File: config.mk
export PLATFORM = sky130hd
export DESIGN_NAME = rs_operand_bypass
export DESIGN_NICKNAME = d
export VERILOG_FILES = /design/src/hdl/rs_pkg.sv /design/src/hdl/rs_operand_bypass.sv
export SDC_FILE = /design/constraint.sdc
export NUM_CORES = 1
export LEC_CHECK = 0
export BUFFER_PORTS_ARGS = -buffer_cell sky130_fd_sc_hd__buf_2
export CORE_AREA = 8 8 281 283
export DETAILED_ROUTE_END_ITERATION = 10
export DIE_AREA = 0 0 289 291
export SLEW_MARGIN = 10
export SYNTH_ARGS = -nofsm -noshare
export SYNTH_HDL_FRONTEND = slang
export SYNTH_SLANG_ARGS = --single-unit
File: constraint.sdc
create_clock -name vclk -period 2
set_input_delay 0.1 -clock vclk [all_inputs]
set_output_delay 0.1 -clock vclk [all_outputs]
set_load 0.005 [all_outputs]
File: src/hdl/rs_pkg.sv
/* rs_pkg: sizes, field widths, unit classes and the packed types shared
   by every block of the dual-dispatch reservation station */
package rs_pkg;

	//////////////////////////////
	// sizes and widths
	localparam int RS_SIZE = 8;
	localparam int PRF_SIZE = 64;
	localparam int TAG_W = $clog2(PRF_SIZE);
	localparam int ROB_SIZE = 32;             // entries per thread
	localparam int ROB_W = $clog2(ROB_SIZE) + 1; // msb selects the thread
	localparam int XLEN = 64;
	localparam int NUM_CDB = 2;
	localparam int NUM_FU = 6;
	localparam int NUM_DISPATCH = 2;
	localparam int NUM_THREAD = 2;
	localparam int ALU_FUNC_W = 5;
	localparam int CNT_W = $clog2(RS_SIZE + 1); // free entry counter

	typedef enum logic [1:0] {
		FU_MULT = 2'd0,
		FU_ALU  = 2'd1,
		FU_MEM  = 2'd2
	} fu_class_e;

	//////////////////////////////
	// packed types
	// while not ready the low TAG_W bits of value hold the awaited tag
	typedef struct packed {
		logic [XLEN-1:0] value;
		logic ready;
	} operand_t;

	typedef struct packed {
		logic valid;
		logic [TAG_W-1:0] tag;
		logic [XLEN-1:0] value;
	} cdb_t;

	typedef struct packed {
		operand_t opa;
		operand_t opb;
		logic [TAG_W-1:0] dest_tag;
		logic [ROB_W-1:0] rob_idx;
		fu_class_e fu_class;
		logic [ALU_FUNC_W-1:0] alu_func; // opaque to the station
	} rs_inst_t;

	typedef struct packed {
		logic [XLEN-1:0] opa_value;
		logic [XLEN-1:0] opb_value;
		logic [TAG_W-1:0] dest_tag;
		logic [ROB_W-1:0] rob_idx;
		logic [ALU_FUNC_W-1:0] alu_func;
	} rs_issue_t;

	// ports 0,3 mult  1,4 alu  2,5 mem
	function automatic fu_class_e fu_class_of_port(input int port);
		logic [1:0] code;
		code = 2'(port % 3);
		return fu_class_e'(code);
	endfunction

	// tag match against the result buses, bus 0 has the last word
	function automatic operand_t capture_operand(input operand_t op,
			input cdb_t [NUM_CDB-1:0] bus);
		operand_t res;
		res = op;
		if (!op.ready) begin
			for (int b = NUM_CDB - 1; b >= 0; b--) begin
				if (bus[b].valid && bus[b].tag == op.value[TAG_W-1:0]) begin
					res.value = bus[b].value;
					res.ready = 1'b1;
				end
			end
		end
		return res;
	endfunction

endpackage
File: src/hdl/rs_operand_bypass.sv
/* rs_operand_bypass: patches the operands of both dispatch slots with
   results that appear on the CDBs in the dispatch cycle itself */
module rs_operand_bypass (
	input rs_pkg::rs_inst_t [rs_pkg::NUM_DISPATCH-1:0] dispatch_inst,
	input rs_pkg::cdb_t [rs_pkg::NUM_CDB-1:0] cdb,
	output rs_pkg::rs_inst_t [rs_pkg::NUM_DISPATCH-1:0] patched_inst
);

	//////////////////////////////
	// per slot capture
	// without this an operand produced in the dispatch cycle would be
	// missed, since the entry only snoops from the next cycle on
	always_comb begin
		for (int s = 0; s < rs_pkg::NUM_DISPATCH; s++) begin
			patched_inst[s] = dispatch_inst[s]; // dest, rob, class, func pass as is
			patched_inst[s].opa = rs_pkg::capture_operand(dispatch_inst[s].opa, cdb);
			patched_inst[s].opb = rs_pkg::capture_operand(dispatch_inst[s].opb, cdb);
		end
	end

endmodule

Yosys cells after proc, flatten, opt, wreduce, memory -nomap -nowiden
Index checks and enable logic that the tools add are counted.
{"block": "classes", "eq_ne": 8, "mux": 12, "reduce_logical": 8}
{"operator": "65-bit 2-to-1 mux", "n": 12}
{"operator": "6-bit == test", "n": 8}
{"operator": "1-bit logical AND", "n": 8}
{"block": "word_totals", "register_bits": 0, "input_bits": 440, "output_inout_bits": 298, "wordCells": 28}

Depth between registers and ports, before layout
Gate-level depths: netlist of run 1.
{"block": "logic_depth", "word_depth": 5, "mapped_depth": 8}

Worst setup path before layout of run 1
OpenSTA, ideal clock, no wires.
{"block": "synth_path", "path_kind": "input to output", "startpoint": "in cdb[140] in the netlist's numbering", "endpoint": "out patched_inst[285] in the netlist's numbering", "t_arrival_ns": 1.659, "path_slack_ns": 0.241, "path_stages": 7, "cell_sequence": "buf_6 -> xor2_1 -> or3_4 -> nor3_4 -> a41oi_4 -> buf_6 -> a221o_1"}
{"element": "start: declaration", "line": "rs_operand_bypass.sv:5", "source": "input rs_pkg::cdb_t [rs_pkg::NUM_CDB-1:0] cdb,"}
{"element": "end: declaration", "line": "rs_operand_bypass.sv:6", "source": "output rs_pkg::rs_inst_t [rs_pkg::NUM_DISPATCH-1:0] patched_inst"}

==> qor.yml, run 1 <==
routing:
  routed_wl_um: 97000
  routedLengthMet1_um: 36300
  avgRoutedWirePerCell_um: 35.8
  wl_met2_um: 45500
  dr.pass1.iters: 5
  met3_length_um: 10300
  dr.max_layer_used: "met5"
  vias: 13100
  post_drt_via_cell_ratio: 4.83
  ant_nets: 0
  drtIter0Drc: 1004
  post-route-drc-count: 0
sta:
  slew_headroom: 0.680
  fin_crit_sh: 1.13
  hold_viol: 0
  drv_slew: 0
  rsz0062_at_grt: "true"
  tightest_slew_ps: 478
  final-setup-viol-count: 253
  finalCriticalPeriod_ps: 2260
  setup_slack_ps: -258
  timing.fmax_mhz: 443
outcome:
  status: "finished with violations"
  violations: "setup timing"
power:
  p_int_uw: 1250
  cellPowerDensity_nw_per_um2: 171
  p_clk_frac: 0
  sw_frac_of_total: 0.517
  p_seq_frac: 0
  p_comb_frac: 1.000
  power_leakage_uw: 0.00790
  p_switching_uw: 1340
  ir_drop_mv: 0.0776
logic_synthesis:
  synth_cells: 1017
  yosysUniqueCellTypes: 46
  syn_nets: 1457
  synth_top_area_frac: 0.221
  synth_top_area_cell: "and3_1"
  seq_area_frac_synth: 0
  avgSynthCellArea_um2: 6.88
  syn_area_um2: 6990
  synth_common_cells: "and3_1, a221o_1, a211o_1"
  synth_warnings: 0
  yosysMostFrequentCell: "and3_1"
  synth.area.top_cells: "and3_1, a221o_1, a211o_1"
floorplan:
  initial_core_util: 0.0935
  core_um2: 74800
  row_count: 101
  io_pins: 738
  dieHeight_um: 291
  die_area_um2: 84100
  die_w_um: 289
worst_setup_path:
  critPathMostFrequentCell: "buf_12"
  crit_start: "cdb[66]"
  crit_path_start_kind: "input port"
  crit_type: "in -> out"
  cp.arrival_ps: 2160
  required_ps: 1900
  cp-end-kind: "primary output"
  path_cells: "buf_12 -> buf_6 -> xnor2_2 -> nand4_1 -> buf_4 -> or2_4 -> buf_12 -> and4_1 -> a211o_1 -> buf_2"
  path_max_fanout: 8
  slowest_stage: "or2_4"
  cp_slowest_stage_delay_ps: 380
layout:
  multiInputGateArea_um2: 7030
  clkbuf_count: 0
  syn2layout_area_growth_pct: 116
  sequential_cell_total: 0
  final_area_um2: 15100
  drive_above_1_share: 0.599
  fill_cells: 8396
  seq_area_um2: 0
  nets: 2165
clocking:
  hold_buffers: 0
global_route:
  grt_pass1_vias: 12800
  grt_pass1_wl_um: 111000
  grt_use_total: 0.188
  grt_overflow: 0
  antenna_found_initial: 34
  grt_max_degree: 68
place:
  place_area_um2: 12200
  hpwl_um: 68600
  place_ws_ps: -316
  io_buffers: 662
  gp_congestion: 0.903
flow_run:
  max_cap_viol_count: 0
hold_path:
  hp-class: "in -> out"
  hold_end: "patched_inst[14]"
  min_path_cells: 0
  min_from: "dispatch_inst[14]"
-- layout by cell type (no fill, tap or decap), drive strengths merged --
cell type  instances
a211o            115
a21o               1
a21oi              2
a221o            126
a22oi              1
a2bb2oi            1
a31oi              1
a41oi              2
and2              47
and3             247
and4              53
buf              844
clkbuf            27
diode             11
inv               16
nand2             40
nand2b             2
nand3             20
nand4              5
nor2              67
nor2b             19
nor3               5
nor4               6
nor4b              2
o211ai             3
o21ai              2
o221ai            11
o22ai              1
o311ai             1
o32a               2
o32ai              1
or2                2
or3                3
xnor2             21
xor2              27
-- routing by layer --
layer	track usage	vias to the layer above
met5	0	-
met4	0.0548	26
met1	0.215	6332
li1	-	5431
met3	0.0694	255
met2	0.325	1067
-- power groups by stage --
stage                     Combinational (uW)  Clock (uW)  Sequential [uW]
after CTS                               2320           0                0
after detailed placement                2210           0                0
after global placement                  2200           0                0
after global routing                    2720    0.000282                0
final                                   2580    0.000517                0
after floorplan                          805           0                0
-- worst max path at each step --
stage / end / slack (ps) / cells past startpoint
2_1_floorplan: patched_inst[285] / 240 / 7
3_3_place_gp: patched_inst[96] / -300 / 9
3_5_place_dp: patched_inst[202] / -320 / 8
4_1_cts: patched_inst[96] / -160 / 11
5_1_grt: patched_inst[42] / -300 / 10
6_report: patched_inst[62] / -260 / 10
-- cells by family (layout without fill, tap and decap cells) --
kind of cell	Yosys count	count (layout)	share of synthesized area
compound gates	270	270	0.361
buf+inv	182	887	0.128
xor+xnor	48	48	0.0601
simple gates	517	518	0.451
other cells	0	11	0
-- through the flow --
step	hold slack [ps]	power [uW]	std cells	util	TNS, ps
after floorplan	281	805	1017	-	0
after global routing	200	2720	2706	0.202	-44780
after detailed placement	200	2210	2616	0.163	-26460
after global placement	200	2200	2616	0.163	-22730
final	200	2580	2712	0.202	-32520
after CTS	200	2320	2638	0.173	-7250
-- timing repair --
item / 4_1_cts / 5_1_grt
buffers inserted: 13 / 27
cloned: 10 / 36
setup endpoints to repair: 233 / 253
pin swaps: 35 / 108
resized for setup: 97 / 257
-- critical path: cells and delay by family --
| family | cells | cell delay [ps] |
|---|---|---|
| buffers and inverters | 5 | 800 |
| AND/OR/NAND/NOR | 3 | 790 |
| AO/OA/AOI/OAI | 1 | 310 |
| XOR/XNOR | 1 | 140 |
-- area by class of cell --
cell class / instances / area share
Multi-Input combinational cell: 836 / 0.466
Timing Repair Buffer: 871 / 0.447
Antenna cell: 11 / 0.00182
Tap cell: 978 / 0.0810
Inverter: 16 / 0.00414
Note: power is estimated with default switching activity, not from simulation.
==> run 2, diff against run 1 <==
CELL_PAD_IN_SITES_DETAIL_PLACEMENT = 1   (was unset)
CELL_PAD_IN_SITES_GLOBAL_PLACEMENT = 1   (was unset)
PLACE_DENSITY_LB_ADDON = 0.1   (was unset)
==> run 2 against run 1 <==
Effect of this change:
- the flow still finishes with violations (setup timing)
- first-iteration DRC count shrank 25%
- utilization grew 0.50 points
- combinational power shrank 2%
- non-clock buffer count grew 18
- sequential cell count is the same
- critical path type unchanged
- critical endpoint is now patched_inst[142]
- largest cell class is now buffers
- largest power group unchanged
- highest routed layer unchanged
==> qor.yml, run 2 (synthesis results as in run 1) <==
outcome:
  status: "finished with violations"
  violations: "setup timing"
sta:
  tns_ps: -23870
  setup_slack_ps: -231
  slew_headroom: 0.680
  fin_crit_sh: 1.12
  hold_viol: 0
  finalCriticalPeriod_ps: 2230
  drv_slew: 0
  rsz0062_at_grt: "true"
  final-setup-viol-count: 198
  timing.fmax_mhz: 448
  tightest_slew_ps: 473
routing:
  post-route-drc-count: 0
  drtIter0Drc: 755
  dr.pass1.iters: 7
  ant_nets: 0
  avgRoutedWirePerCell_um: 34.4
  routed_wl_um: 94100
  post_drt_via_cell_ratio: 4.58
  vias: 12600
floorplan:
  die_w_um: 289
  die_area_um2: 84100
  row_count: 101
  core_um2: 74800
  dieHeight_um: 291
  io_pins: 738
  initial_core_util: 0.0935
layout:
  sequential_cell_total: 0
  multiInputGateArea_um2: 6970
  syn2layout_area_growth_pct: 121
  seq_area_um2: 0
  fill_cells: 8973
  drive_above_1_share: 0.583
  final_area_um2: 15500
  most-common-layout-cells: "buf_2, and3_1, a221o_1, a211o_1, buf_4"
  clkbuf_count: 0
  final_common_cell: "buf_2"
  stdcell_count: 2739
  nets: 2182
worst_setup_path:
  crit_path_start_kind: "input port"
  cp.arrival_ps: 2130
  cp-end-kind: "primary output"
  crit_type: "in -> out"
  required_ps: 1900
  path_max_fanout: 5
place:
  place_inst: 2621
  hpwl_um: 65000
  io_buffers: 662
  gp_congestion: 0.831
  place_area_um2: 12200
  place_ws_ps: -336
power:
  sw_frac_of_total: 0.502
  p_seq_frac: 0
  power_leakage_uw: 0.00810
  ir_drop_mv: 0.0402
  p_comb_frac: 1.000
  cellPowerDensity_nw_per_um2: 164
  p_clk_frac: 0
  p_switching_uw: 1280
  p_int_uw: 1270
global_route:
  antenna_found_initial: 28
  grt_use_total: 0.192
  grt_pass1_vias: 13400
  grt_max_degree: 61
  grt_overflow: 0
  grt_pass1_wl_um: 115000
flow_run:
  max_cap_viol_count: 0
hold_path:
  min_from: "dispatch_inst[13]"
  hp-class: "in -> out"
  min_path_cells: 0
  hold_end: "patched_inst[13]"
clocking:
  hold_buffers: 0
[run 2: cell types whose count changed in the layout (fill, tap and decap cells not counted), sizes merged]
cell,delta
clkbuf,-6
or2,-1
diode,+10
buf,+24
[run 2: critical path, cell delays in order]
cell and delay [ps]:
buf_8 100, buf_6 120, xor2_4 180, nor4_4 320, buf_4 190, nand3_4 90, buf_12 160, buf_12 140
buf_16 160, and3_4 160, a221o_1 250, buf_2 130
[run 2: worst max-delay path by stage]
| stage | from | to | cells past startpoint |
|---|---|---|---|
| floorplan | cdb[140] | patched_inst[285] | 7 |
| global placement | cdb[140] | patched_inst[265] | 8 |
| detailed placement | cdb[140] | patched_inst[265] | 8 |
| CTS | dispatch_inst[169] | patched_inst[191] | 10 |
| global route | dispatch_inst[86] | patched_inst[113] | 12 |
| finish | dispatch_inst[86] | patched_inst[142] | 12 |
[run 2: final cells by class]
cell class,instances,share of cell area
Antenna cell,21,0.00340
Timing Repair Buffer,889,0.463
Tap cell,978,0.0791
Inverter,16,0.00404
Multi-Input combinational cell,835,0.450
[run 2: repair_timing]
| item | in CTS | in global routing |
|---|---|---|
| cloned | 19 | 27 |
| pin swaps | 61 | 110 |
| endpoints found under the setup margin | 252 | 254 |
| setup buffers | 35 | 26 |
| resized for setup | 150 | 185 |
[run 2: routing by layer]
| layer | track usage | vias to the layer above | wire length [um] |
|---|---|---|---|
| li1 | - | 5485 | - |
| met3 | 0.0334 | 112 | 5480 |
| met1 | 0.222 | 6384 | 37300 |
| met4 | 0.0431 | 6 | 2440 |
| met5 | 0 | - | 35 |
| met2 | 0.361 | 568 | 48900 |
[run 2: through the flow]
| stage | utilization | hold slack, ps | power (uW) |
|---|---|---|---|
| after floorplan | - | 281 | 805 |
| after global placement | 0.163 | 200 | 2180 |
| after detailed placement | 0.163 | 200 | 2160 |
| after CTS | 0.184 | 200 | 2360 |
| after global routing | 0.207 | 200 | 2690 |
| final | 0.207 | 200 | 2540 |
[run 2: power by group through the flow]
| stage | combinational (uW) | clock [uW] | sequential (uW) |
|---|---|---|---|
| finish | 2540 | 0.000976 | 0 |
| global route | 2690 | 0.000549 | 0 |
| CTS | 2360 | 0 | 0 |
| detailed placement | 2160 | 0 | 0 |
| global placement | 2180 | 0 | 0 |
| floorplan | 805 | 0 | 0 |
