**src/hdl/rs_pkg.sv**
```systemverilog
/* rs_pkg: sizes, field widths, unit classes and the packed types shared
   by every block of the dual-dispatch reservation station */
package rs_pkg;

	//////////////////////////////
	// sizes and widths
	localparam int RS_SIZE = 8;
	localparam int PRF_SIZE = 64;
	localparam int TAG_W = $clog2(PRF_SIZE);
	localparam int ROB_SIZE = 32;             // entries per thread
	localparam int ROB_W = $clog2(ROB_SIZE) + 1; // msb selects the thread
	localparam int XLEN = 64;
	localparam int NUM_CDB = 2;
	localparam int NUM_FU = 6;
	localparam int NUM_DISPATCH = 2;
	localparam int NUM_THREAD = 2;
	localparam int ALU_FUNC_W = 5;
	localparam int CNT_W = $clog2(RS_SIZE + 1); // free entry counter

	typedef enum logic [1:0] {
		FU_MULT = 2'd0,
		FU_ALU  = 2'd1,
		FU_MEM  = 2'd2
	} fu_class_e;

	//////////////////////////////
	// packed types
	// while not ready the low TAG_W bits of value hold the awaited tag
	typedef struct packed {
		logic [XLEN-1:0] value;
		logic ready;
	} operand_t;

	typedef struct packed {
		logic valid;
		logic [TAG_W-1:0] tag;
		logic [XLEN-1:0] value;
	} cdb_t;

	typedef struct packed {
		operand_t opa;
		operand_t opb;
		logic [TAG_W-1:0] dest_tag;
		logic [ROB_W-1:0] rob_idx;
		fu_class_e fu_class;
		logic [ALU_FUNC_W-1:0] alu_func; // opaque to the station
	} rs_inst_t;

	typedef struct packed {
		logic [XLEN-1:0] opa_value;
		logic [XLEN-1:0] opb_value;
		logic [TAG_W-1:0] dest_tag;
		logic [ROB_W-1:0] rob_idx;
		logic [ALU_FUNC_W-1:0] alu_func;
	} rs_issue_t;

	// ports 0,3 mult  1,4 alu  2,5 mem
	function automatic fu_class_e fu_class_of_port(input int port);
		logic [1:0] code;
		code = 2'(port % 3);
		return fu_class_e'(code);
	endfunction

	// tag match against the result buses, bus 0 has the last word
	function automatic operand_t capture_operand(input operand_t op,
			input cdb_t [NUM_CDB-1:0] bus);
		operand_t res;
		res = op;
		if (!op.ready) begin
			for (int b = NUM_CDB - 1; b >= 0; b--) begin
				if (bus[b].valid && bus[b].tag == op.value[TAG_W-1:0]) begin
					res.value = bus[b].value;
					res.ready = 1'b1;
				end
			end
		end
		return res;
	endfunction

endpackage
```
**src/hdl/rs_alloc.sv**
```systemverilog
/* rs_alloc: finds the two lowest free entries for the dispatch slots and
   derives the full and almost full flags from the free count */
module rs_alloc (
	input logic [rs_pkg::RS_SIZE-1:0] busy,
	input logic [rs_pkg::NUM_DISPATCH-1:0] dispatch_valid,
	output logic [rs_pkg::RS_SIZE-1:0] load_slot0,
	output logic [rs_pkg::RS_SIZE-1:0] load_slot1,
	output logic rs_full,
	output logic rs_almost_full
);

	logic [rs_pkg::RS_SIZE-1:0] free;
	logic [rs_pkg::RS_SIZE-1:0] pick0;
	logic [rs_pkg::RS_SIZE-1:0] free_rest; // free entries minus slot 0 choice
	logic [rs_pkg::RS_SIZE-1:0] pick1;
	logic [rs_pkg::CNT_W-1:0] free_cnt;

	//////////////////////////////
	// two stage priority finder
	always_comb begin
		free = ~busy;
		pick0 = free & (~free + 1'b1);          // isolate lowest set bit
		free_rest = free & ~pick0;
		pick1 = free_rest & (~free_rest + 1'b1);
	end

	// slot 1 is never raised alone, so its pick can skip slot 0 blindly
	assign load_slot0 = dispatch_valid[0] ? pick0 : '0;
	assign load_slot1 = dispatch_valid[1] ? pick1 : '0;

	//////////////////////////////
	// occupancy
	always_comb begin
		free_cnt = '0;
		for (int i = 0; i < rs_pkg::RS_SIZE; i++) begin
			if (free[i]) begin
				free_cnt = free_cnt + 1'b1;
			end
		end
	end

	assign rs_full = (free_cnt == 0);
	assign rs_almost_full = (free_cnt <= 1); // room for one dispatch at most

endmodule

```
**config.mk**
```make
export PLATFORM = sky130hd
export DESIGN_NAME = rs_alloc
export DESIGN_NICKNAME = d
export VERILOG_FILES = /design/src/hdl/rs_pkg.sv /design/src/hdl/rs_alloc.sv
export SDC_FILE = /design/constraint.sdc
export NUM_CORES = 1
export LEC_CHECK = 0
export ABC_AREA = 0
export BUFFER_PORTS_ARGS = -buffer_cell sky130_fd_sc_hd__buf_2
export CORE_MARGIN = 2
export CORE_UTILIZATION = 41
export DETAILED_ROUTE_END_ITERATION = 12
export PLACE_DENSITY = 0.66
export SETUP_SLACK_MARGIN = 0.05
export SYNTH_ARGS = -nofsm -noshare
export SYNTH_HDL_FRONTEND = slang
export SYNTH_SLANG_ARGS = --single-unit
```
**constraint.sdc**
```tcl
create_clock -name vclk -period 11.4
set_input_delay 1.14 -clock vclk [all_inputs]
set_output_delay 1.14 -clock vclk [all_outputs]
set_load 0.02 [all_outputs]
```
# --- After elaboration in Yosys (flattened, before gate mapping) ---
# Cells that the tools add are included.
totals:
  word_cells: 28
  ram_bits: 0
  mem_bits_ro: 0
  out_inout_bits: 18
  mem_count: 0
  latchBits: 0
  register_bits: 0
classes:
  add_sub_neg: 9
  bitwise_logic: 7
  n_div: 0
  n_eq_ne: 0
  n_mux: 10
  n_lt_le_gt_ge: 1
  n_shift: 0
  n_reduce_logical: 1
  mul: 0
op_table:
  columns: ["cell", "n"]
  rows:
  - ["$not A8 Y8", 4]
  - ["$add A4 B1 Y4 const B", 7]
  - ["$mux W4", 7]
  - ["$and A8 B8 Y8", 3]
  - ["$add A8 B1 Y8 const B", 2]
  - ["$mux W8", 2]
  - ["$le A4 B1 Y1 const B", 1]
  - ["$logic_not A4 Y1", 1]
  - ["$mux W1", 1]

# --- Longest topological paths before layout ---
# Gate-level depths: netlist (run 1).
depth:
  depth_word: 17
  depth_mapped: 22
  mapped_depth_nobuf: 22

# --- Least setup slack after synthesis (run 1) ---
# No wires, ideal clock.
synth_timing:
  path_type: "in2out"
  from: "input busy[2] in the netlist's numbering"
  to: "output rs_full"
  slack_ns: 5.014
  required_ns: 10.260
  stages: 21
  t_arrival_ns: 5.246
  path_buffers: 1
  cell_sequence: "buf_6 -> inv_1 -> fa_1 -> ha_1 -> mux2_2 -> ha_1 -> nor2_1 -> a21oi_1 -> and2_1 -> ha_1 -> nor2b_1 -> a21oi_1 -> inv_1 -> ha_1 -> nand2b_1 -> xnor2_1 -> xnor2_4 -> a311oi_2 -> or3_1 -> a21o_1 -> a21oi_1"
synth_via:
  elab_chain_len: 13
synth_lines:
  columns: ["item", "line_no", "text"]
  rows:
  - ["start: declaration", "rs_alloc.sv:4", "input logic [rs_pkg::RS_SIZE-1:0] busy,"]
  - ["$not A8 Y8 (*)", "rs_alloc.sv:21", "free = ~busy;"]
  - ["$mux W4 (*)", "rs_alloc.sv:36", "if (free[i]) begin"]
  - ["$add A4 B1 Y4", "rs_alloc.sv:37", "free_cnt = free_cnt + 1'b1;"]
  - ["$mux W4 (*)", "rs_alloc.sv:36", null]
  - ["$add A4 B1 Y4", "rs_alloc.sv:37", null]
  - ["$mux W4 (*)", "rs_alloc.sv:36", null]
  - ["$add A4 B1 Y4", "rs_alloc.sv:37", null]
  - ["$mux W4 (*)", "rs_alloc.sv:36", null]
  - ["$add A4 B1 Y4", "rs_alloc.sv:37", null]
  - ["$mux W4 (*)", "rs_alloc.sv:36", null]
  - ["$add A4 B1 Y4", "rs_alloc.sv:37", null]
  - ["$mux W4 (*)", "rs_alloc.sv:36", null]
  - ["$logic_not A4 Y1 (*)", "rs_alloc.sv:42", "assign rs_full = (free_cnt == 0);"]
  - ["end: declaration", "rs_alloc.sv:8", "output logic rs_full,"]
# Every way passes the cells marked *; elsewhere a longest branch is shown, timed or not.

# --- Worst setup path in the final report (run 1) ---
layout_timing:
  from: "input busy[0] in the netlist's numbering"
  to: "output rs_almost_full"
layout_via:
  elab_chain_len: 17
layout_lines:
  columns: ["item", "line_no", "text"]
  rows:
  - ["$not A8 Y8 (*)", "rs_alloc.sv:21", null]
  - ["$mux W1 (*)", "rs_alloc.sv:36", null]
  - ["$add A4 B1 Y4", "rs_alloc.sv:37", null]
  - ["$mux W4 (*)", "rs_alloc.sv:36", null]
  - ["$add A4 B1 Y4", "rs_alloc.sv:37", null]
  - ["$mux W4 (*)", "rs_alloc.sv:36", null]
  - ["$add A4 B1 Y4", "rs_alloc.sv:37", null]
  - ["$mux W4 (*)", "rs_alloc.sv:36", null]
  - ["$add A4 B1 Y4", "rs_alloc.sv:37", null]
  - ["$mux W4 (*)", "rs_alloc.sv:36", null]
  - ["$add A4 B1 Y4", "rs_alloc.sv:37", null]
  - ["$mux W4 (*)", "rs_alloc.sv:36", null]
  - ["$add A4 B1 Y4", "rs_alloc.sv:37", null]
  - ["$mux W4 (*)", "rs_alloc.sv:36", null]
  - ["$add A4 B1 Y4", "rs_alloc.sv:37", null]
  - ["$mux W4 (*)", "rs_alloc.sv:36", null]
  - ["$le A4 B1 Y1 (*)", "rs_alloc.sv:43", "assign rs_almost_full = (free_cnt <= 1);"]
  - ["end: declaration", "rs_alloc.sv:9", "output logic rs_almost_full"]
# Marked as above.

==> results.yml, run 1 <==
floorplanning:
  io_pins: 28
  die_x_microns: 50.7
  start_util_pct: 44.7
  die_h_microns: 50.7
  num_rows: 16
  dieArea_sq_mm: 0.00257
  core_sq_mm: 0.00200
critical_path:
  cp.arrival_ps: 5670
  cp_data_required_time_ps: 10260
  crit_type: "primary input to output port"
  endpoint_kind: "output port"
  start_kind: "primary input"
  critPathMaxFanout: 6
min_path:
  hold_path.class: "primary input to output port"
clock_network:
  cts.repair.resized: 0
  post_cts_buffers: 0
  cts_hold_buffers: 0
place:
  hpwl_microns: 1550
  numPortBuffers: 27
  place.gp.congestion: 0.784
sta:
  setup_viol_count_final: 0
  clock.fmax_ghz: 0.147
  period_needed_ps: 6810
  tns_ps: 0
  relSlewSlack_pct: 66.9
  fin_hold_ws_ps: 2620
  hold_violations: 0
  rsz0062_at_grt: "no"
  tightest_slew_ps: 492
  drv_slew: 0
  post-route-period-util_pct: 59.7
detailed_routing:
  ant_nets: 0
  via_count: 865
  drt-initial-drc-count: 21
  drcViolationCount: 0
  finalWirelength_microns: 1870
  dr.pass1.iters: 3
  vias_per_cell: 5.31
  routedWlPerCell_microns: 11.5
synth:
  synth_common_cells: "10 x ha_1, 6 x nand2_1, 6 x nor2_1, 6 x nor2b_1, 6 x nor3_1"
  synthCells: 116
  synth_nets: 137
  yosys_warnings: 0
  synth_top_area_share_pct: 14.0
  yosysMostFrequentCell: "ha_1"
  ys_top_cells_by_area: "ha_1 14%, nor2b_1 4.2%, xnor2_2 3.6%"
  synth.distinct_cells: 50
  ys_seq_area_share_pct: 0
  yosysTopAreaCell: "ha_1"
  syn_area_sq_um: 895
  syn_avg_cell_area_sq_um: 7.71
power:
  powerDensity_mw_per_mm2: 86.4
  peakVddDrop_v: 0.0000556
  cellLeakagePower_nw: 0.477
cells_and_area:
  clockBufferCount: 0
  fillers: 219
  drive_above_1_share_pct: 30.1
  syn2layout_area_growth_pct: 12.0
  n_antenna_cell: 0
  flops_and_latches: 0
  regArea_sq_um: 0
  nets: 159
grt:
  antenna_found_initial: 0
  grt_pass1_vias: 752
  groute.usage.overall_pct: 15.0
  globalRouteOverflowTotal: 0
  grt_first_pass_wirelength_microns: 3140
  grt_max_degree: 20
job:
  drv_cap: 0
run_status:
  status: "finished clean"
## through the flow
| stage | worst slack [ps] | utilization, % | total power (W) | cell area, sq um | cells |
|---|---|---|---|---|---|
| 2_1_floorplan | 5010 | - | 0.0000718 | 895 | 116 |
| 3_3_place_gp | 4730 | 50.1 | 0.0000842 | 1000 | 163 |
| 3_5_place_dp | 4600 | 50.1 | 0.0000866 | 1000 | 163 |
| 4_1_cts | 4590 | 50.1 | 0.0000872 | 1000 | 163 |
| 5_1_grt | 4310 | 50.1 | 0.0000972 | 1000 | 163 |
| 6_report | 4590 | 50.1 | 0.0000866 | 1000 | 163 |
## final timing paths
check	depth (start not counted)	from	slack (ps)	endpoint
worst max-delay path	22	busy[0]	4590	rs_almost_full
worst min-delay path	3	busy[0]	2620	load_slot0[0]
## placed cells by master (no fill, tap or decap), types with 3 or more instances in the layout
cell	count
and2_1	3
buf_2	27
a31oi_1	3
nand3_1	4
nor3b_1	4
inv_1	5
nor2_1	6
nand2b_1	3
o21ai_0	4
xnor2_1	3
nor3_1	6
xor2_1	3
nor2b_1	6
a21oi_1	4
ha_1	10
nand2_1	6
## worst max-delay path: stages
cell,delay (ps)
buf_2,130
inv_1,110
fa_1,680
ha_1,300
mux2_2,280
ha_1,270
nor2_1,40
a21oi_1,240
and2_1,210
ha_1,230
nor2b_1,140
a21oi_1,180
inv_1,60
ha_1,180
nand2b_1,80
xnor2_1,220
xnor2_4,180
a311oi_2,70
or3_1,400
a21o_1,190
a22oi_2,170
buf_2,180
## cell families (layout without fill, tap and decap cells)
kind of cell | after synthesis | after routing | share of synthesized area (%)
multiplexers | 2 | 2 | 2.38
XOR/XNOR | 10 | 10 | 15.2
AO/OA/AOI/OAI | 23 | 23 | 18.7
buffers and inverters | 13 | 33 | 9.37
adder cells (fa/ha/maj) | 11 | 11 | 16.2
AND/OR/NAND/NOR | 56 | 56 | 37.6
other | 1 | 1 | 0.419
## per-layer routing
| layer | GRT usage, % | vias to the layer above | routed length [microns] |
|---|---|---|---|
| li1 | - | 455 | - |
| met1 | 21.0 | 395 | 952 |
| met2 | 26.5 | 15 | 829 |
| met3 | 0.893 | 0 | 86 |
| met4 | 0.450 | 0 | 0 |
| met5 | 0 | - | 0 |
## power breakdown
part | switching (W) | leakage (nW) | internal, W
Clock | 0 | 0 | 0
Sequential | 0 | 0 | 0
Combinational | 0.0000469 | 0.477 | 0.0000397
Total | 0.0000469 | 0.477 | 0.0000397
## cell type report
| class | count | area [sq um] | area share [%] |
|---|---|---|---|
| multi-input combinational | 103 | 811 | 80.9 |
| timing repair buffer | 27 | 135 | 13.5 |
| tap | 27 | 33.8 | 3.37 |
| inverter | 6 | 22.5 | 2.25 |
Power figures use the tool's default switching activity.
==> run 2, diff against run 1 <==
==> constraint.sdc (replaced) <==
create_clock -name vclk -period 6.5
set_input_delay 0.65 -clock vclk [all_inputs]
set_output_delay 0.65 -clock vclk [all_outputs]
set_load 0.02 [all_outputs]
==> results.yml, run 2 (synthesis results as in run 1) <==
power:
  p_int_w: 0.0000694
  cellLeakagePower_nw: 0.477
  powerDensity_mw_per_mm2: 151
  power_frac_comb_pct: 100.0
  finalPower_w: 0.000151
  switchingPower_w: 0.0000820
  clock_power_share_pct: 0
  p_sw_share_pct: 54.2
  peakVddDrop_v: 0.000113
  seqPwrFrac_pct: 0
min_path:
  min_to: "load_slot0[0]"
  hold_depth: 3
  hold_start: "busy[0]"
  hold_path.class: "primary input to output port"
sta:
  post-route-period-util_pct: 89.7
  rsz0062_at_grt: "no"
  clock.fmax_ghz: 0.172
  period_needed_ps: 5830
  setup_viol_count_final: 0
  tns_ps: 0
  hold_violations: 0
  drv_slew: 0
cells_and_area:
  nets: 159
  final_util_pct: 50.1
  drive_above_1_share_pct: 30.1
  clockBufferCount: 0
  regArea_sq_um: 0
  final_area_sq_mm: 0.00100
  final_common_cell: "buf_2"
  flops_and_latches: 0
  final_cells: 163
  layout_common_cells: "27 x buf_2, 10 x ha_1"
  n_antenna_cell: 0
  syn2layout_area_growth_pct: 12.0
  fillers: 219
critical_path:
  endpoint_kind: "output port"
  cp_data_required_time_ps: 5850
  critPathMaxFanout: 6
  startpoint: "busy[0]"
  crit_type: "primary input to output port"
  cp.arrival_ps: 5180
  start_kind: "primary input"
floorplanning:
  io_pins: 28
  dieArea_sq_mm: 0.00257
  core_sq_mm: 0.00200
  die_h_microns: 50.7
  start_util_pct: 44.7
  die_x_microns: 50.7
  num_rows: 16
detailed_routing:
  finalWirelength_microns: 1830
  via_count: 850
  drcViolationCount: 0
  ant_nets: 0
  routedWlPerCell_microns: 11.2
  vias_per_cell: 5.21
  dr.pass1.iters: 4
  drt-initial-drc-count: 17
clock_network:
  cts_hold_buffers: 0
  post_cts_buffers: 0
  cts.repair.resized: 0
place:
  place_inst: 163
  place.gp.congestion: 0.785
  place_area_sq_mm: 0.00100
  numPortBuffers: 27
  hpwl_microns: 1520
run_status:
  status: "finished clean"
grt:
  groute.usage.overall_pct: 14.7
  grt_first_pass_wirelength_microns: 3130
  globalRouteOverflowTotal: 0
  grt_max_degree: 20
  grt_pass1_vias: 738
  antenna_found_initial: 0
job:
  drv_cap: 0
-- run 2: cell counts in the layout (fill, tap and decap cells not counted) --
No cell type changed its count.
-- run 2: power groups by stage --
stage	sequential [W]	combinational [W]	clock (W)
detailed placement	0	0.000152	0
finish	0	0.000151	0
floorplan	0	0.000126	0
CTS	0	0.000153	0
global route	0	0.000169	0
global placement	0	0.000147	0
-- run 2: through the flow --
| step | hold slack [ps] | worst slack, ps |
|---|---|---|
| after floorplan | 1380 | 1090 |
| after global placement | 1630 | 752 |
| after detailed placement | 1640 | 655 |
| after CTS | 1640 | 645 |
| after global routing | 1690 | 295 |
| final | 1640 | 672 |
-- run 2: layout make-up --
| cell class | count | area (sq um) | share of cell area (%) |
|---|---|---|---|
| Tap cell | 27 | 33.8 | 3.37 |
| Inverter | 6 | 22.5 | 2.25 |
| Timing Repair Buffer | 27 | 135 | 13.5 |
| Multi-Input combinational cell | 103 | 811 | 80.9 |
-- run 2: worst max path at each step --
stage | to | slack (ps) | cells after the start
global placement | rs_almost_full | 750 | 22
detailed placement | rs_almost_full | 660 | 22
CTS | rs_almost_full | 650 | 22
floorplan | rs_full | 1090 | 21
global route | rs_full | 290 | 21
finish | rs_almost_full | 670 | 22
-- run 2: worst max-delay path, stage by stage --
cell and delay, ps:
buf_2 140, inv_1 110, fa_1 700, ha_1 300, mux2_2 270, ha_1 270
nor2_1 30, a21oi_1 250, and2_1 200, ha_1 220, nor2b_1 130, a21oi_1 170
inv_1 60, ha_1 170, nand2b_1 80, xnor2_1 220, xnor2_4 180, a311oi_2 70
or3_1 400, a21o_1 190, a22oi_2 170, buf_2 180
-- run 2: per-layer routing --
layer / GRT usage, % / routed length (microns) / part of all wire, % / vias to the layer above
met5: 0 / 0 / 0 / -
met4: 0 / 0 / 0 / 0
met3: 0.298 / 62 / 3.4 / 0
met2: 27.0 / 837 / 46 / 15
met1: 20.2 / 932 / 51 / 376
li1: - / - / - / 459
==> run 3, diff against run 2 <==
--- a/config.mk
+++ b/config.mk
@@ -7,6 +7,7 @@
 export LEC_CHECK = 0
 export ABC_AREA = 0
 export BUFFER_PORTS_ARGS = -buffer_cell sky130_fd_sc_hd__buf_2
+export CORE_ASPECT_RATIO = 0.7
 export CORE_MARGIN = 2
 export CORE_UTILIZATION = 41
 export DETAILED_ROUTE_END_ITERATION = 12
==> results.yml, run 3 (synthesis results as in run 1) <==
run_status:
  status: "finished clean"
cells_and_area:
  regArea_sq_um: 0
  nets: 159
  clockBufferCount: 0
  layout_common_cells: "27 x buf_2, 10 x ha_1"
  fillers: 217
  syn2layout_area_growth_pct: 11.6
  n_antenna_cell: 0
  multi_input_area_sq_um: 811
  final_common_cell: "buf_2"
  flops_and_latches: 0
  drive_above_1_share_pct: 30.1
critical_path:
  crit_family: "adder cells"
  worst-path-buf-inv: 4
  cpMaxStageDelayCell: "fa_1"
  critPathMaxFanout: 6
  start_kind: "primary input"
  path_common_cell: "ha_1"
  cp.arrival_ps: 5230
  endpoint_kind: "output port"
  cp_data_required_time_ps: 5850
  critPathMaxStageDelay_ps: 670
  crit_type: "primary input to output port"
  path_depth: 22
  worstPathCellList: "buf_2 > inv_1 > fa_1 > ha_1 > mux2_2 > ha_1 > nor2_1 > a21oi_1 > and2_1 > ha_1 > nor2b_1 > a21oi_1 > inv_1 > ha_1 > nand2b_1 > xnor2_1 > xnor2_4 > a311oi_2 > or3_1 > a21o_1 > a22oi_2 > buf_2"
floorplanning:
  die_x_microns: 59.8
  core_sq_mm: 0.00210
  dieArea_sq_mm: 0.00258
  die_h_microns: 43.1
  io_pins: 28
  num_rows: 14
  start_util_pct: 42.6
sta:
  fin_hold_ws_ps: 1650
  post-route-period-util_pct: 90.5
  clock.fmax_ghz: 0.170
  tns_ps: 0
  period_needed_ps: 5880
  setup_viol_count_final: 0
  rsz0062_at_grt: "no"
  relSlewSlack_pct: 63.3
  hold_violations: 0
  tightest_slew_ps: 546
  drv_slew: 0
grt:
  grt_max_degree: 20
  groute.usage.overall_pct: 15.1
  grt_first_pass_wirelength_microns: 3170
  globalRouteOverflowTotal: 0
  antenna_found_initial: 0
  grt_pass1_vias: 727
job:
  drv_cap: 0
detailed_routing:
  dr.pass1.iters: 4
  ant_nets: 0
  drcViolationCount: 0
  finalWirelength_microns: 1930
  vias_per_cell: 5.62
  routedWlPerCell_microns: 12.1
  via_count: 899
  drt-initial-drc-count: 13
clock_network:
  post_cts_buffers: 0
  cts_hold_buffers: 0
  cts.repair.resized: 0
min_path:
  hold_path.class: "primary input to output port"
  hold_depth: 3
  min_to: "load_slot0[0]"
  hold_start: "busy[0]"
place:
  numPortBuffers: 27
  hpwl_microns: 1580
  place.gp.congestion: 0.757
power:
  powerDensity_mw_per_mm2: 153
  cellLeakagePower_nw: 0.477
  peakVddDrop_v: 0.0000568
==> run 3: cell counts in the layout (fill, tap and decap cells not counted) <==
No cell type changed its count.
==> run 3: final cells by class <==
class                           instances  area share [%]
Tap cell                               24            3.01
Inverter                                6            2.26
Multi-Input combinational cell        103            81.2
Timing Repair Buffer                   27            13.5
==> run 3: worst max path at each step <==
| stage | from | endpoint | slack [ps] |
|---|---|---|---|
| finish | busy[0] | rs_almost_full | 620 |
| global route | busy[0] | rs_almost_full | 320 |
| CTS | busy[0] | rs_almost_full | 660 |
| detailed placement | busy[0] | rs_almost_full | 660 |
| global placement | busy[0] | rs_almost_full | 810 |
| floorplan | busy[2] | rs_full | 1090 |
==> run 3: where the power goes <==
| part | switching (W) | leakage (nW) | internal, W |
|---|---|---|---|
| clock | 0 | 0 | 0 |
| sequential | 0 | 0 | 0 |
| combinational | 0.0000831 | 0.477 | 0.0000697 |
| total | 0.0000831 | 0.477 | 0.0000697 |
==> run 3: through the flow <==
| stage | total power (W) | util (%) | worst slack [ps] | area (sq um) | std cells |
|---|---|---|---|---|---|
| finish | 0.000153 | 47.5 | 616 | 998 | 160 |
| global route | 0.000172 | 47.5 | 321 | 998 | 160 |
| CTS | 0.000153 | 47.5 | 657 | 998 | 160 |
| detailed placement | 0.000152 | 47.5 | 665 | 998 | 160 |
| global placement | 0.000148 | 47.5 | 814 | 998 | 160 |
| floorplan | 0.000126 | - | 1090 | 895 | 116 |
==> run 3: per-layer routing <==
| metal | share of wire, % | global-route usage (%) | vias up | wire [microns] |
|---|---|---|---|---|
| met4 | 0 | 0 | 0 | 0 |
| met1 | 54 | 23.5 | 413 | 1050 |
| li1 | - | - | 461 | - |
| met5 | 0 | 0 | - | 0 |
| met3 | 3.7 | 0.305 | 0 | 71 |
| met2 | 42 | 24.3 | 25 | 808 |
