## config.mk

```make
export PLATFORM = sky130hd
export DESIGN_NAME = rs_entry
export DESIGN_NICKNAME = d
export VERILOG_FILES = /design/src/hdl/rs_pkg.sv /design/src/hdl/rs_entry.sv
export SDC_FILE = /design/constraint.sdc
export NUM_CORES = 1
export LEC_CHECK = 0
export BUFFER_PORTS_ARGS = -buffer_cell sky130_fd_sc_hd__clkbuf_2
export CAP_MARGIN = 0
export CORE_AREA = 2 2 176 178
export DETAILED_ROUTE_END_ITERATION = 10
export DIE_AREA = 0 0 178 180
export SKIP_LAST_GASP = 1
export SLEW_MARGIN = 20
export SYNTH_ARGS = -nofsm -noshare
export SYNTH_HDL_FRONTEND = slang
export SYNTH_SLANG_ARGS = --single-unit
export TNS_END_PERCENT = 5
```

## constraint.sdc

```tcl
create_clock -name clock -period 4.6 [get_ports clock]
set_input_delay 0.23 -clock clock [delete_from_list [all_inputs] [get_ports clock]]
set_output_delay 0.23 -clock clock [all_outputs]
set_load 0.05 [all_outputs]
```

## src/hdl/rs_pkg.sv

```systemverilog
/* rs_pkg: sizes, field widths, unit classes and the packed types shared
   by every block of the dual-dispatch reservation station */
package rs_pkg;

	//////////////////////////////
	// sizes and widths
	localparam int RS_SIZE = 8;
	localparam int PRF_SIZE = 64;
	localparam int TAG_W = $clog2(PRF_SIZE);
	localparam int ROB_SIZE = 32;             // entries per thread
	localparam int ROB_W = $clog2(ROB_SIZE) + 1; // msb selects the thread
	localparam int XLEN = 64;
	localparam int NUM_CDB = 2;
	localparam int NUM_FU = 6;
	localparam int NUM_DISPATCH = 2;
	localparam int NUM_THREAD = 2;
	localparam int ALU_FUNC_W = 5;
	localparam int CNT_W = $clog2(RS_SIZE + 1); // free entry counter

	typedef enum logic [1:0] {
		FU_MULT = 2'd0,
		FU_ALU  = 2'd1,
		FU_MEM  = 2'd2
	} fu_class_e;

	//////////////////////////////
	// packed types
	// while not ready the low TAG_W bits of value hold the awaited tag
	typedef struct packed {
		logic [XLEN-1:0] value;
		logic ready;
	} operand_t;

	typedef struct packed {
		logic valid;
		logic [TAG_W-1:0] tag;
		logic [XLEN-1:0] value;
	} cdb_t;

	typedef struct packed {
		operand_t opa;
		operand_t opb;
		logic [TAG_W-1:0] dest_tag;
		logic [ROB_W-1:0] rob_idx;
		fu_class_e fu_class;
		logic [ALU_FUNC_W-1:0] alu_func; // opaque to the station
	} rs_inst_t;

	typedef struct packed {
		logic [XLEN-1:0] opa_value;
		logic [XLEN-1:0] opb_value;
		logic [TAG_W-1:0] dest_tag;
		logic [ROB_W-1:0] rob_idx;
		logic [ALU_FUNC_W-1:0] alu_func;
	} rs_issue_t;

	// ports 0,3 mult  1,4 alu  2,5 mem
	function automatic fu_class_e fu_class_of_port(input int port);
		logic [1:0] code;
		code = 2'(port % 3);
		return fu_class_e'(code);
	endfunction

	// tag match against the result buses, bus 0 has the last word
	function automatic operand_t capture_operand(input operand_t op,
			input cdb_t [NUM_CDB-1:0] bus);
		operand_t res;
		res = op;
		if (!op.ready) begin
			for (int b = NUM_CDB - 1; b >= 0; b--) begin
				if (bus[b].valid && bus[b].tag == op.value[TAG_W-1:0]) begin
					res.value = bus[b].value;
					res.ready = 1'b1;
				end
			end
		end
		return res;
	endfunction

endpackage
```

## src/hdl/rs_entry.sv

```systemverilog
/* rs_entry: one reservation station slot, holds an instruction, snoops
   the CDBs for missing operands and frees on issue or thread flush */
module rs_entry (
	input logic clock,
	input logic arst_n,
	input logic load,
	input rs_pkg::rs_inst_t load_inst,
	input rs_pkg::cdb_t [rs_pkg::NUM_CDB-1:0] cdb,
	input logic issue_grant,
	input logic [rs_pkg::NUM_THREAD-1:0] flush_thread,
	output logic busy,
	output logic ready,
	output rs_pkg::rs_inst_t entry_inst
);

	logic thread;    // owning thread of the held instruction
	logic flush_hit;
	logic clear;

	//////////////////////////////
	// free conditions
	assign thread = entry_inst.rob_idx[rs_pkg::ROB_W-1];
	assign flush_hit = flush_thread[thread];
	assign clear = busy & (issue_grant | flush_hit); // nothing to free when idle

	// load beats clear, the allocator only loads idle entries so a
	// flush can never hit the instruction written at the same edge
	always_ff @(posedge clock or negedge arst_n) begin
		if (!arst_n) begin
			busy <= 1'b0;
		end else if (load) begin
			busy <= 1'b1;
		end else if (clear) begin
			busy <= 1'b0;
		end
	end

	//////////////////////////////
	// payload and wakeup
	always_ff @(posedge clock) begin
		if (load) begin
			entry_inst <= load_inst; // operands already patched by the bypass
		end else begin
			// waiting operands pick up a matching result
			entry_inst.opa <= rs_pkg::capture_operand(entry_inst.opa, cdb);
			entry_inst.opb <= rs_pkg::capture_operand(entry_inst.opb, cdb);
		end
	end

	// ready only from registered state, so a wakeup shows one cycle later
	assign ready = busy & entry_inst.opa.ready & entry_inst.opb.ready;

endmodule

```

=== Word-level counts from Yosys, hierarchy flattened ===
Index checks and enable logic that the tools add are counted.
W data, S select, Z words.

* Equal/unequal tests: 6
* Multiplexer cells: 11
* Reduce and logical (&&, ||, !) cells: 9
* Bitwise gates (word level): 4
* $lt $le $gt $ge: 1

{| class="wikitable"
|+ Operators with widths
! operator !! count
|-
| $mux W65 || 6
|-
| $mux W130 || 1
|-
| $eq A6 B6 Y1 || 4
|-
| $reduce_bool A3 Y1 || 2
|-
| $logic_and A1 B1 Y1 || 4
|-
| $mux W1 || 4
|-
| $ne A2 B2 Y1 const B || 2
|-
| $reduce_and A2 Y1 || 2
|-
| $and A1 B1 Y1 || 3
|-
| $lt A1 B2 Y1 const B || 1
|-
| $reduce_bool A2 Y1 || 1
|-
| $or A1 B1 Y1 || 1
|}

* Register bits after elaboration: 150
* Logic and storage cells: 40
* Output and inout bits: 151
* Input bits: 297

=== Depth between registers and ports, before layout ===
Gate-level depths: netlist of run 1.

* Depth after elaboration: 6
* Depth in mapped cells: 7
* Mapped depth without buffers: 5

=== Worst setup path before layout of run 1 ===
No wires, ideal clock.

* Path kind: register -> register
* From: register entry_inst[86] in the netlist's numbering
* To: register entry_inst[100] in the netlist's numbering, enable pin
* Path slack: -0.225 ns
* Stages on the path, launching flop included: 6
* Data required time: 4.101 ns
* Path buffers: 0
* Arrival: 4.326 ns
* Period minus slack after synthesis: 4.825 ns
* Setup time: 0.499 ns
* Path through: edfxtp_1 xnor2_1 nand4_1 nor4_2 nor2_1 o21bai_1

* Cells in the longest elaborated chain, start to end: 4
* Elaborated cells between the ends (all ways): 6
* Classes of those cells: eq/ne: 2; reduce/logical: 4

{| class="wikitable"
|+ RTL lines
! element !! RTL line !! RTL
|-
| from (decl) || rs_entry.sv:13 || <nowiki>output rs_pkg::rs_inst_t entry_inst</nowiki>
|-
| from (signal assigned) || rs_entry.sv:42 || <nowiki>entry_inst <= load_inst;</nowiki>
|-
| $eq A6 B6 Y1 || rs_pkg.sv:71 || <nowiki>if (bus[b].valid && bus[b].tag == op.value[TAG_W-1:0]) begin</nowiki>
|-
| $logic_and A1 B1 Y1 || rs_pkg.sv:71 ||
|-
| $reduce_bool A3 Y1 (no source line) * || n/a ||
|-
| $reduce_and A2 Y1 (no source line) * || n/a ||
|}

Every way passes the cells marked *; elsewhere a longest branch is shown, timed or not.
A chain may end at the register's enable or synchronous reset.

=== Final worst setup path of run 1 ===
* From: register entry_inst[22] in the netlist's numbering
* To: register entry_inst[32] in the netlist's numbering (data pin)

* Cells in the longest elaborated chain, start to end: 5

{| class="wikitable"
|+ RTL lines
! element !! RTL line !! RTL
|-
| $eq A6 B6 Y1 || rs_pkg.sv:71 ||
|-
| $logic_and A1 B1 Y1 || rs_pkg.sv:71 ||
|-
| $mux W65 || rs_pkg.sv:71 ||
|-
| $mux W65 || rs_pkg.sv:69 || <nowiki>if (!op.ready) begin</nowiki>
|-
| $mux W130 || rs_entry.sv:41 || <nowiki>if (load) begin</nowiki>
|}

No other way between the ends. The select of a mux whose other input is x is not followed.

==> impl_metrics.py, run 1 <==
metrics = {
    "setup_path": {
        "path_buf_inv": 1,
        "cp-end-kind": "flip-flop",
        "crit_required_ps": 4880,
        "ff2ff_path_depth": 6,
        "ff2ff_setup_slack_ps": 1960,
        "reg2reg_from": "entry_inst[22]",
        "crit_fanout": 33,
        "r2r-end": "entry_inst[32]",
        "start_kind": "flip-flop",
        "worstPathArrival_ps": 2930,
        "path_cells": "xnor2_1, nand4_1, nor4_2, and3b_2, buf_4, a21o_1",
        "critPathSlowestCell": "and3b_2",
        "crit_type": "flip-flop to flip-flop",
        "crit_path_max_incr_delay_ps": 690,
        "cp-startpoint": "entry_inst[22]",
        "crit_family": "simple AND/OR/NAND/NOR gates",
    },
    "power_and_ir_drop": {
        "power.leakage_nw": 5.56,
        "ir_drop_v": 0.000219,
        "power_density_nw_per_um2": 365,
        "power_mw": 3.90,
    },
    "routing": {
        "dr.pass1.iters": 4,
        "vias": 6375,
        "wl_mm": 26.3,
        "ant_nets": 0,
        "drc": 0,
        "drt_iter0_drc": 339,
        "wl_per_cell_um": 19.2,
        "viasPerCell": 4.66,
    },
    "yosys": {
        "synth_cell_type_count": 25,
        "netlist_area_um2": 7270,
        "synth-seq-cells": 150,
        "synth_cells": 503,
        "yosysSeqAreaShare_pct": 61.6,
        "syn_nets": 800,
        "synth.avg_cell_area_um2": 14.5,
        "synth_warnings": 0,
    },
    "clock_network": {
        "htree_num_levels": 4,
        "clock-root-buffer": "clkbuf_16",
        "cts_tree": "built",
        "clock_latency_ps": 420,
        "cts_setup_buffers": 0,
        "clkSinkCount": 150,
        "clockBufferDepth": 2,
        "cts_buffers": 17,
        "clkTransAtPathRegs_ps": 70,
    },
    "place": {
        "dpl.hpwl_mm": 20.0,
        "gp_congestion": 0.882,
        "port_buffers": 447,
    },
    "status": {
        "status": "finished clean",
    },
    "global_route": {
        "use_met3_pct": 4.36,
        "grt_pass1_vias": 6608,
        "grt_antenna_before_repair": 1,
        "busiest_layer": "met2",
        "use_met1_pct": 17.8,
        "globalRoute.totalOverflow": 0,
        "grtUsageMet2_pct": 27.7,
        "grt_pass1_wl_mm": 37.7,
        "grt.total_usage_pct": 15.7,
        "grt_max_degree": 81,
    },
    "floorplanning": {
        "die_x_um": 178,
        "io_pins": 448,
        "coreArea_um2": 30200,
        "start_util_pct": 24.1,
        "dieArea_um2": 32000,
        "row_count": 64,
        "die_h_um": 180,
    },
    "timing": {
        "hold_viol": 0,
        "finalClockSkew_ps": 11.8,
        "fin_setup_tns_ps": 0,
        "finalCriticalPeriod_ps": 2640,
        "setup_violations": 0,
        "finalCritPeriodShare_pct": 57.5,
        "drv_slew": 0,
        "holdWs_ps": 68.1,
        "worst_pin_slew_ps": 830,
        "fmax_mhz": 378,
        "slew_headroom_pct": 44.7,
        "grt_setup_unrepaired": "false",
    },
    "hold_path": {
        "hp-start": "load_inst[19]",
        "hp-class": "input pin to flip-flop",
        "hold_end": "entry_inst[19]",
        "hold_depth": 3,
    },
    "final_layout": {
        "layout.nets": 1256,
        "drive_gt1_share_pct": 51.3,
        "final_cell_mix": "446 x clkbuf_2, 147 x edfxtp_1, 128 x a22o_1, 128 x a21o_1, 20 x dlygate4sd3_1",
        "final_common_cell": "clkbuf_2",
        "syn2layout_area_growth_pct": 47.1,
    },
    "flow_run": {
        "max_cap_viol_count": 0,
    },
}
==> power breakdown <==
group | internal (mW) | switching (mW)
logic | 0.265 | 0.536
registers | 1.61 | 0.0370
clock network | 0.861 | 0.598
total | 2.73 | 1.17
==> final cells by class <==
class / instances / area [µm²]
sequential: 150 / 4480
inverter: 1 / 3.75
fill: 3030 / 19500
clock buffer: 18 / 429
timing repair buffer: 478 / 2570
antenna: 1 / 2.50
tap: 396 / 495
clock inverter: 14 / 173
multi-input combinational: 311 / 2540
==> metal layers <==
layer / up-vias / routed length [µm]
met5: - / 0
met4: 0 / 669
met3: 40 / 2240
met2: 346 / 13000
met1: 3019 / 10400
li1: 2970 / -
==> stage by stage <==
step	util, %	std cells	instance area, µm²	worst slack [ps]
2_1_floorplan	-	503	7270	-215
3_3_place_gp	32.6	1314	9850	1860
3_5_place_dp	32.6	1314	9850	1780
4_1_cts	35.3	1366	10700	1780
5_1_grt	35.4	1368	10700	1730
6_report	35.4	1369	10700	1960
==> sequential cells by signal, summed over array words and instances (netlist names) <==
| register | cells |
|---|---|
| busy | 1 |
| entry_inst | 149 |
==> repair_timing <==
action	in CTS	in global routing
endpoints found under the hold margin	20	0
setup endpoints to repair	0	0
hold buffers	20	0
gates resized for setup	0	0
==> cells in the mapped netlist <==
library cell,n,area [µm²]
a22o_1,128,1120
clkbuf_1,15,56.3
nand3_1,4,20.0
and3b_1,2,17.5
dfrtp_1,1,25.0
nor4_2,2,25.0
nor3_2,2,20.0
buf_6,14,158
a21oi_1,2,10.0
xnor2_1,18,158
buf_2,12,60.1
nor2b_1,2,12.5
nor2_1,4,15.0
edfxtp_1,147,4410
a31o_2,1,8.76
mux2i_1,1,10.0
a21o_1,128,961
nor3_4,2,32.5
and3_1,1,6.26
xor2_1,6,52.6
o21bai_1,2,15.0
nand4_1,2,12.5
nand2_1,4,15.0
inv_1,1,3.75
dfxtp_1,2,40.0
==> worst max-delay path by stage <==
stage                                 end  slack (ps)  depth (start not counted)
final                      entry_inst[32]        1960                          6
after CTS                 entry_inst[112]        1780                          6
after detailed placement  entry_inst[106]        1780                          6
after global routing       entry_inst[23]        1730                          6
after global placement    entry_inst[112]        1860                          6
after floorplan            entry_inst[20]        -220                          5
==> logic make-up (layout without fill, tap and decap cells) <==
family                    count (synthesis)  after routing  synth area share [%]
AOI/OAI and AO/OA                       261            261                  29.1
xor gates and xnor gates                 24             24                  2.89
buffers and inverters                    42            511                  3.82
DFF                                     150            150                  61.6
muxes                                     1              1                 0.138
other                                     0              1                     0
and+or+nand+nor                          25             25                  2.43
==> worst reg2reg max path, stage by stage, from the launching register on <==
cell      delay (ps)
edfxtp_1         430
xnor2_1          170
nand4_1          130
nor4_2           330
and3b_2          690
buf_4            550
a21o_1           220
(Power assumes the default switching activity.)
==> inputs of run 2 (changes only) <==
==> constraint.sdc (replaced) <==
create_clock -name clock -period 2.4 [get_ports clock]
set_input_delay 0.12 -clock clock [delete_from_list [all_inputs] [get_ports clock]]
set_output_delay 0.12 -clock clock [all_outputs]
set_load 0.05 [all_outputs]
==> run 2 against run 1 <==
Critical path depth is 1 higher. Highest routed layer unchanged. Critical endpoint is now entry_inst[79]. Die area unchanged. Hold slack got worse by 24 ps. Clock power is 97% higher. Worst setup slack lost 1600 ps. Design area up 7.2%.
==> impl_metrics.py, run 2 (synthesis results as in run 1) <==
metrics = {
    "power_and_ir_drop": {
        "p_sw_share_pct": 29.0,
        "p_seq_share_pct": 41.2,
        "switchingPower_mw": 2.22,
        "ir_drop_v": 0.000391,
        "power_density_nw_per_um2": 668,
        "combinationalPowerShare_pct": 21.2,
        "p_clk_share_pct": 37.6,
        "p_int_mw": 5.43,
        "power.leakage_nw": 5.88,
    },
    "routing": {
        "drc": 0,
        "ant_nets": 0,
        "wl_mm": 27.1,
        "viasPerCell": 4.62,
        "dr.pass1.iters": 5,
        "drt_iter0_drc": 351,
        "wl_per_cell_um": 18.9,
        "vias": 6627,
    },
    "floorplanning": {
        "die_x_um": 178,
        "io_pins": 448,
        "row_count": 64,
        "coreArea_um2": 30200,
        "die_h_um": 180,
        "dieArea_um2": 32000,
        "start_util_pct": 24.1,
    },
    "setup_path": {
        "crit_required_ps": 2690,
        "ff2ff_path_depth": 7,
        "worstPathArrival_ps": 2300,
        "crit_fanout": 35,
        "crit_type": "flip-flop to flip-flop",
        "cp-end-kind": "flip-flop",
        "r2r-end": "entry_inst[79]",
        "start_kind": "flip-flop",
        "ff2ff_setup_slack_ps": 390,
        "reg2reg_from": "entry_inst[20]",
    },
    "global_route": {
        "grt_antenna_before_repair": 0,
        "grt_pass1_wl_mm": 39.4,
        "grt_pass1_vias": 6794,
        "grt_max_degree": 144,
        "globalRoute.totalOverflow": 0,
        "grt.total_usage_pct": 16.4,
    },
    "timing": {
        "slew_headroom_pct": 55.8,
        "drv_slew": 0,
        "grt_setup_unrepaired": "false",
        "worst_pin_slew_ps": 663,
        "finalClockSkew_ps": 6.94,
        "finalCriticalPeriod_ps": 2010,
        "fin_setup_tns_ps": 0,
        "fmax_mhz": 498,
        "finalCritPeriodShare_pct": 83.7,
        "setup_violations": 0,
        "holdWs_ps": 43.7,
        "hold_viol": 0,
    },
    "hold_path": {
        "hold_end": "entry_inst[138]",
        "hp-start": "cdb[124]",
        "hold_depth": 2,
        "hp-class": "input pin to flip-flop",
    },
    "final_layout": {
        "top_regs": "entry_inst x149, busy x1",
        "multiInputGateArea_um2": 2540,
        "syn2layout_area_growth_pct": 57.7,
        "final_cell_mix": "446 x clkbuf_2, 147 x edfxtp_1, 128 x a22o_1, 128 x a21o_1, 86 x dlygate4sd3_1",
        "register_area_um2": 4480,
        "layout.nets": 1322,
        "drive_gt1_share_pct": 48.1,
        "antennaDiodeCount": 0,
        "registers.top_by_ff_count": "entry_inst",
        "final_common_cell": "clkbuf_2",
        "largest_reg_flops": 149,
        "fill_cells": 2990,
    },
    "clock_network": {
        "cts_setup_buffers": 0,
        "clock_latency_ps": 420,
        "cts_buffers": 17,
        "clock-root-buffer": "clkbuf_16",
        "cts_tree": "built",
        "clkTransAtPathRegs_ps": 70,
        "clockBufferDepth": 2,
        "htree_num_levels": 4,
        "clkSinkCount": 150,
    },
    "place": {
        "dpl.hpwl_mm": 19.4,
        "gp_congestion": 0.857,
        "port_buffers": 447,
    },
    "status": {
        "status": "finished clean",
    },
    "flow_run": {
        "max_cap_viol_count": 0,
    },
}
## run 2: power groups by stage
stage               logic (mW)  registers, mW  clock network [mW]
floorplan                0.329           3.81                   0
global placement          1.51           3.21                   0
detailed placement        1.51           3.21                   0
CTS                       1.63           3.16                2.96
global route              1.72           3.17                3.08
finish                    1.62           3.15                2.88
## run 2: per-layer routing
| metal | global-route usage, % | vias up | share of wire, % |
|---|---|---|---|
| li1 | - | 3101 | - |
| met1 | 18.8 | 3169 | 40 |
| met2 | 29.6 | 332 | 51 |
| met3 | 4.23 | 25 | 8.0 |
| met4 | 4.89 | 0 | 1.6 |
| met5 | 0 | - | 0 |
## run 2: layout make-up
type / count / share of cell area, %
tap: 396 / 4.32
inverter: 1 / 0.0328
sequential: 150 / 39.1
clock buffer: 20 / 3.90
multi-input combinational: 311 / 22.1
clock inverter: 12 / 1.55
timing repair buffer: 544 / 29.0
## run 2: critical path, cell delays in order, from the launching register on
cell	delay, ps
edfxtp_1	450
xnor2_1	170
nand3_1	190
nor3_4	260
buf_12	250
buf_12	230
a22o_1	210
a21o_1	110
## run 2: metrics by stage
step           total power [mW]  utilization [%]  setup slack [ps]  area (µm²)  instances
6_report                   7.66             38.0               390       11500       1434
5_1_grt                    7.96             38.0               198       11500       1434
4_1_cts                    7.75             38.0               331       11500       1434
3_5_place_dp               4.73             33.0               347        9980       1316
3_3_place_gp               4.71             33.0               381        9980       1316
2_1_floorplan              4.14                -              -308        7290        503
## run 2: worst max-delay path by stage
stage | startpoint | to | cells after the start
floorplan | entry_inst[25] | entry_inst[20] | 4
global placement | entry_inst[20] | entry_inst[79] | 7
detailed placement | entry_inst[24] | entry_inst[79] | 7
CTS | entry_inst[20] | entry_inst[79] | 7
global route | entry_inst[21] | entry_inst[79] | 7
finish | entry_inst[20] | entry_inst[79] | 7
## run 2: what timing repair did
| item | 4_1_cts | 5_1_grt |
|---|---|---|
| hold endpoints to repair | 140 | 0 |
| resized for setup | 0 | 0 |
| hold buffers | 86 | 0 |
==> inputs of run 3 (changes only) <==
==> constraint.sdc (replaced) <==
create_clock -name clock -period 1.95 [get_ports clock]
set_input_delay 0.0975 -clock clock [delete_from_list [all_inputs] [get_ports clock]]
set_output_delay 0.0975 -clock clock [all_outputs]
set_load 0.05 [all_outputs]
==> run 3 against run 2 <==
First-iteration DRC count is 14% higher. Non-clock buffer count grew 22. Sequential power up 23%. Clock power grew 30%. Cell count increased by 1.6%. Critical endpoint is now entry_inst[46].
==> impl_metrics.py, run 3 (synthesis results as in run 1) <==
metrics = {
    "global_route": {
        "grt_max_degree": 78,
        "grt_antenna_before_repair": 1,
        "grt_pass1_vias": 6965,
        "grt.total_usage_pct": 16.8,
        "globalRoute.totalOverflow": 0,
        "grt_pass1_wl_mm": 40.4,
    },
    "floorplanning": {
        "coreArea_um2": 30200,
        "die_x_um": 178,
        "die_h_um": 180,
        "dieArea_um2": 32000,
        "start_util_pct": 24.1,
        "io_pins": 448,
        "row_count": 64,
    },
    "timing": {
        "slew_headroom_pct": 71.8,
        "fmax_mhz": 516,
        "worst_slack_ps": 13.2,
        "finalClockSkew_ps": 16.1,
        "holdWs_ps": 25.9,
        "hold_viol": 0,
        "setup_violations": 0,
        "drv_slew": 0,
        "grt_setup_unrepaired": "true",
        "finalCriticalPeriod_ps": 1940,
        "fin_setup_tns_ps": 0,
        "finalCritPeriodShare_pct": 99.3,
        "worst_pin_slew_ps": 425,
    },
    "clock_network": {
        "clock_latency_ps": 420,
        "clock-root-buffer": "clkbuf_16",
        "cts_buffers": 17,
        "clkSinkCount": 150,
        "clkTransAtPathRegs_ps": 60,
        "clockBufferDepth": 2,
        "htree_num_levels": 4,
        "cts_tree": "built",
    },
    "setup_path": {
        "crit_type": "flip-flop to flip-flop",
        "path_cells": "xnor2_1, nand3_2, nor3_2, and3b_2, buf_12, a21o_1",
        "crit_path_max_incr_delay_ps": 440,
        "crit_fanout": 35,
        "critPathSlowestCell": "edfxtp_1",
        "start_kind": "flip-flop",
        "crit_required_ps": 2110,
        "worstPathArrival_ps": 2100,
        "reg2reg_from": "entry_inst[24]",
        "cp-startpoint": "entry_inst[24]",
        "cp-end-kind": "flip-flop",
    },
    "final_layout": {
        "largest_reg_flops": 149,
        "layout.nets": 1344,
        "syn2layout_area_growth_pct": 62.8,
        "fin_cells": 1457,
        "registers.top_by_ff_count": "entry_inst",
        "final_cell_mix": "446 x clkbuf_2, 147 x edfxtp_1, 128 x a22o_1, 128 x a21o_1, 86 x dlygate4sd3_1",
        "fill_cells": 2956,
        "final_common_cell": "clkbuf_2",
        "top_regs": "entry_inst x149, busy x1",
        "drive_gt1_share_pct": 49.6,
    },
    "routing": {
        "vias": 6790,
        "wl_met3_mm": 2.47,
        "drt_iter0_drc": 399,
        "viasPerCell": 4.66,
        "wl_mm": 29.2,
        "drc": 0,
        "met2WireLength_mm": 15.0,
        "topRoutingLayerUsed": "met4",
        "dr.pass1.iters": 5,
        "wl_per_cell_um": 20.0,
        "ant_nets": 0,
        "wirelength_met1_mm": 11.1,
    },
    "flow_run": {
        "max_cap_viol_count": 0,
    },
    "place": {
        "dp_slack_ps": -70.6,
        "dpl.hpwl_mm": 20.5,
        "gp_congestion": 0.840,
        "dpl.cell_count": 1324,
        "port_buffers": 447,
    },
    "power_and_ir_drop": {
        "power.leakage_nw": 6.07,
        "switchingPower_mw": 2.79,
        "p_int_mw": 6.90,
        "power_density_nw_per_um2": 819,
        "ir_drop_v": 0.000461,
        "p_sw_share_pct": 28.8,
        "p_seq_share_pct": 40.0,
        "p_clk_share_pct": 38.6,
        "combinationalPowerShare_pct": 21.4,
    },
    "hold_path": {
        "hp-start": "cdb[127]",
        "hp-class": "input pin to flip-flop",
    },
    "status": {
        "status": "finished clean",
    },
}
run 3: critical path: cells and delay by family, from the launching register on:
kind / cells / cell delay [ps]
xor gates and xnor gates: 1 / 240
and+or+nand+nor: 3 / 590
DFF: 1 / 440
buffers and inverters: 1 / 180
AOI/OAI and AO/OA: 1 / 210
run 3: power groups by stage:
| stage | sequential [mW] | clock (mW) | combinational (mW) |
|---|---|---|---|
| 2_1_floorplan | 4.69 | 0 | 0.404 |
| 3_3_place_gp | 3.94 | 0 | 1.88 |
| 3_5_place_dp | 3.95 | 0 | 1.89 |
| 4_1_cts | 3.88 | 3.86 | 2.04 |
| 5_1_grt | 3.90 | 3.96 | 2.18 |
| 6_report | 3.88 | 3.74 | 2.08 |
run 3: path summary, 6_finish.rpt:
path,to,slack (ps),cells after the start
min reg2reg,busy,560,1
max reg2reg,entry_inst[46],10,6
min,entry_inst[141],30,2
max in group asynchronous,busy,1320,3
max,entry_inst[46],10,6
min in group asynchronous,busy,530,3
run 3: final cells by class:
class	instances	area (µm²)	area share [%]
sequential	150	4480	37.8
antenna	1	2.50	0.0211
multi-input combinational	311	2570	21.7
tap	396	495	4.19
clock buffer	21	460	3.89
timing repair buffer	566	3630	30.7
clock inverter	11	198	1.67
inverter	1	3.75	0.0317
run 3: metal layers:
layer	vias to the layer above	track usage, %
met5	-	0
met4	0	5.51
met3	31	4.89
met2	348	30.9
met1	3269	18.2
li1	3142	-
run 3: timing repair:
action | 4_1_cts | 5_1_grt
endpoints found under the setup margin | 11 | 255
resized for setup | 0 | 5
hold endpoints to repair | 141 | 1
cloned | 1 | 4
buffers inserted | 1 | 8
hold buffers | 85 | 1
pin swaps | 1 | 3
run 3: metrics by stage:
step	util (%)	instance area [µm²]	power [mW]
3_5_place_dp	33.4	10100	5.84
5_1_grt	39.2	11800	10.0
3_3_place_gp	33.4	10100	5.83
2_1_floorplan	-	7290	5.09
6_report	39.2	11800	9.70
4_1_cts	38.5	11600	9.77
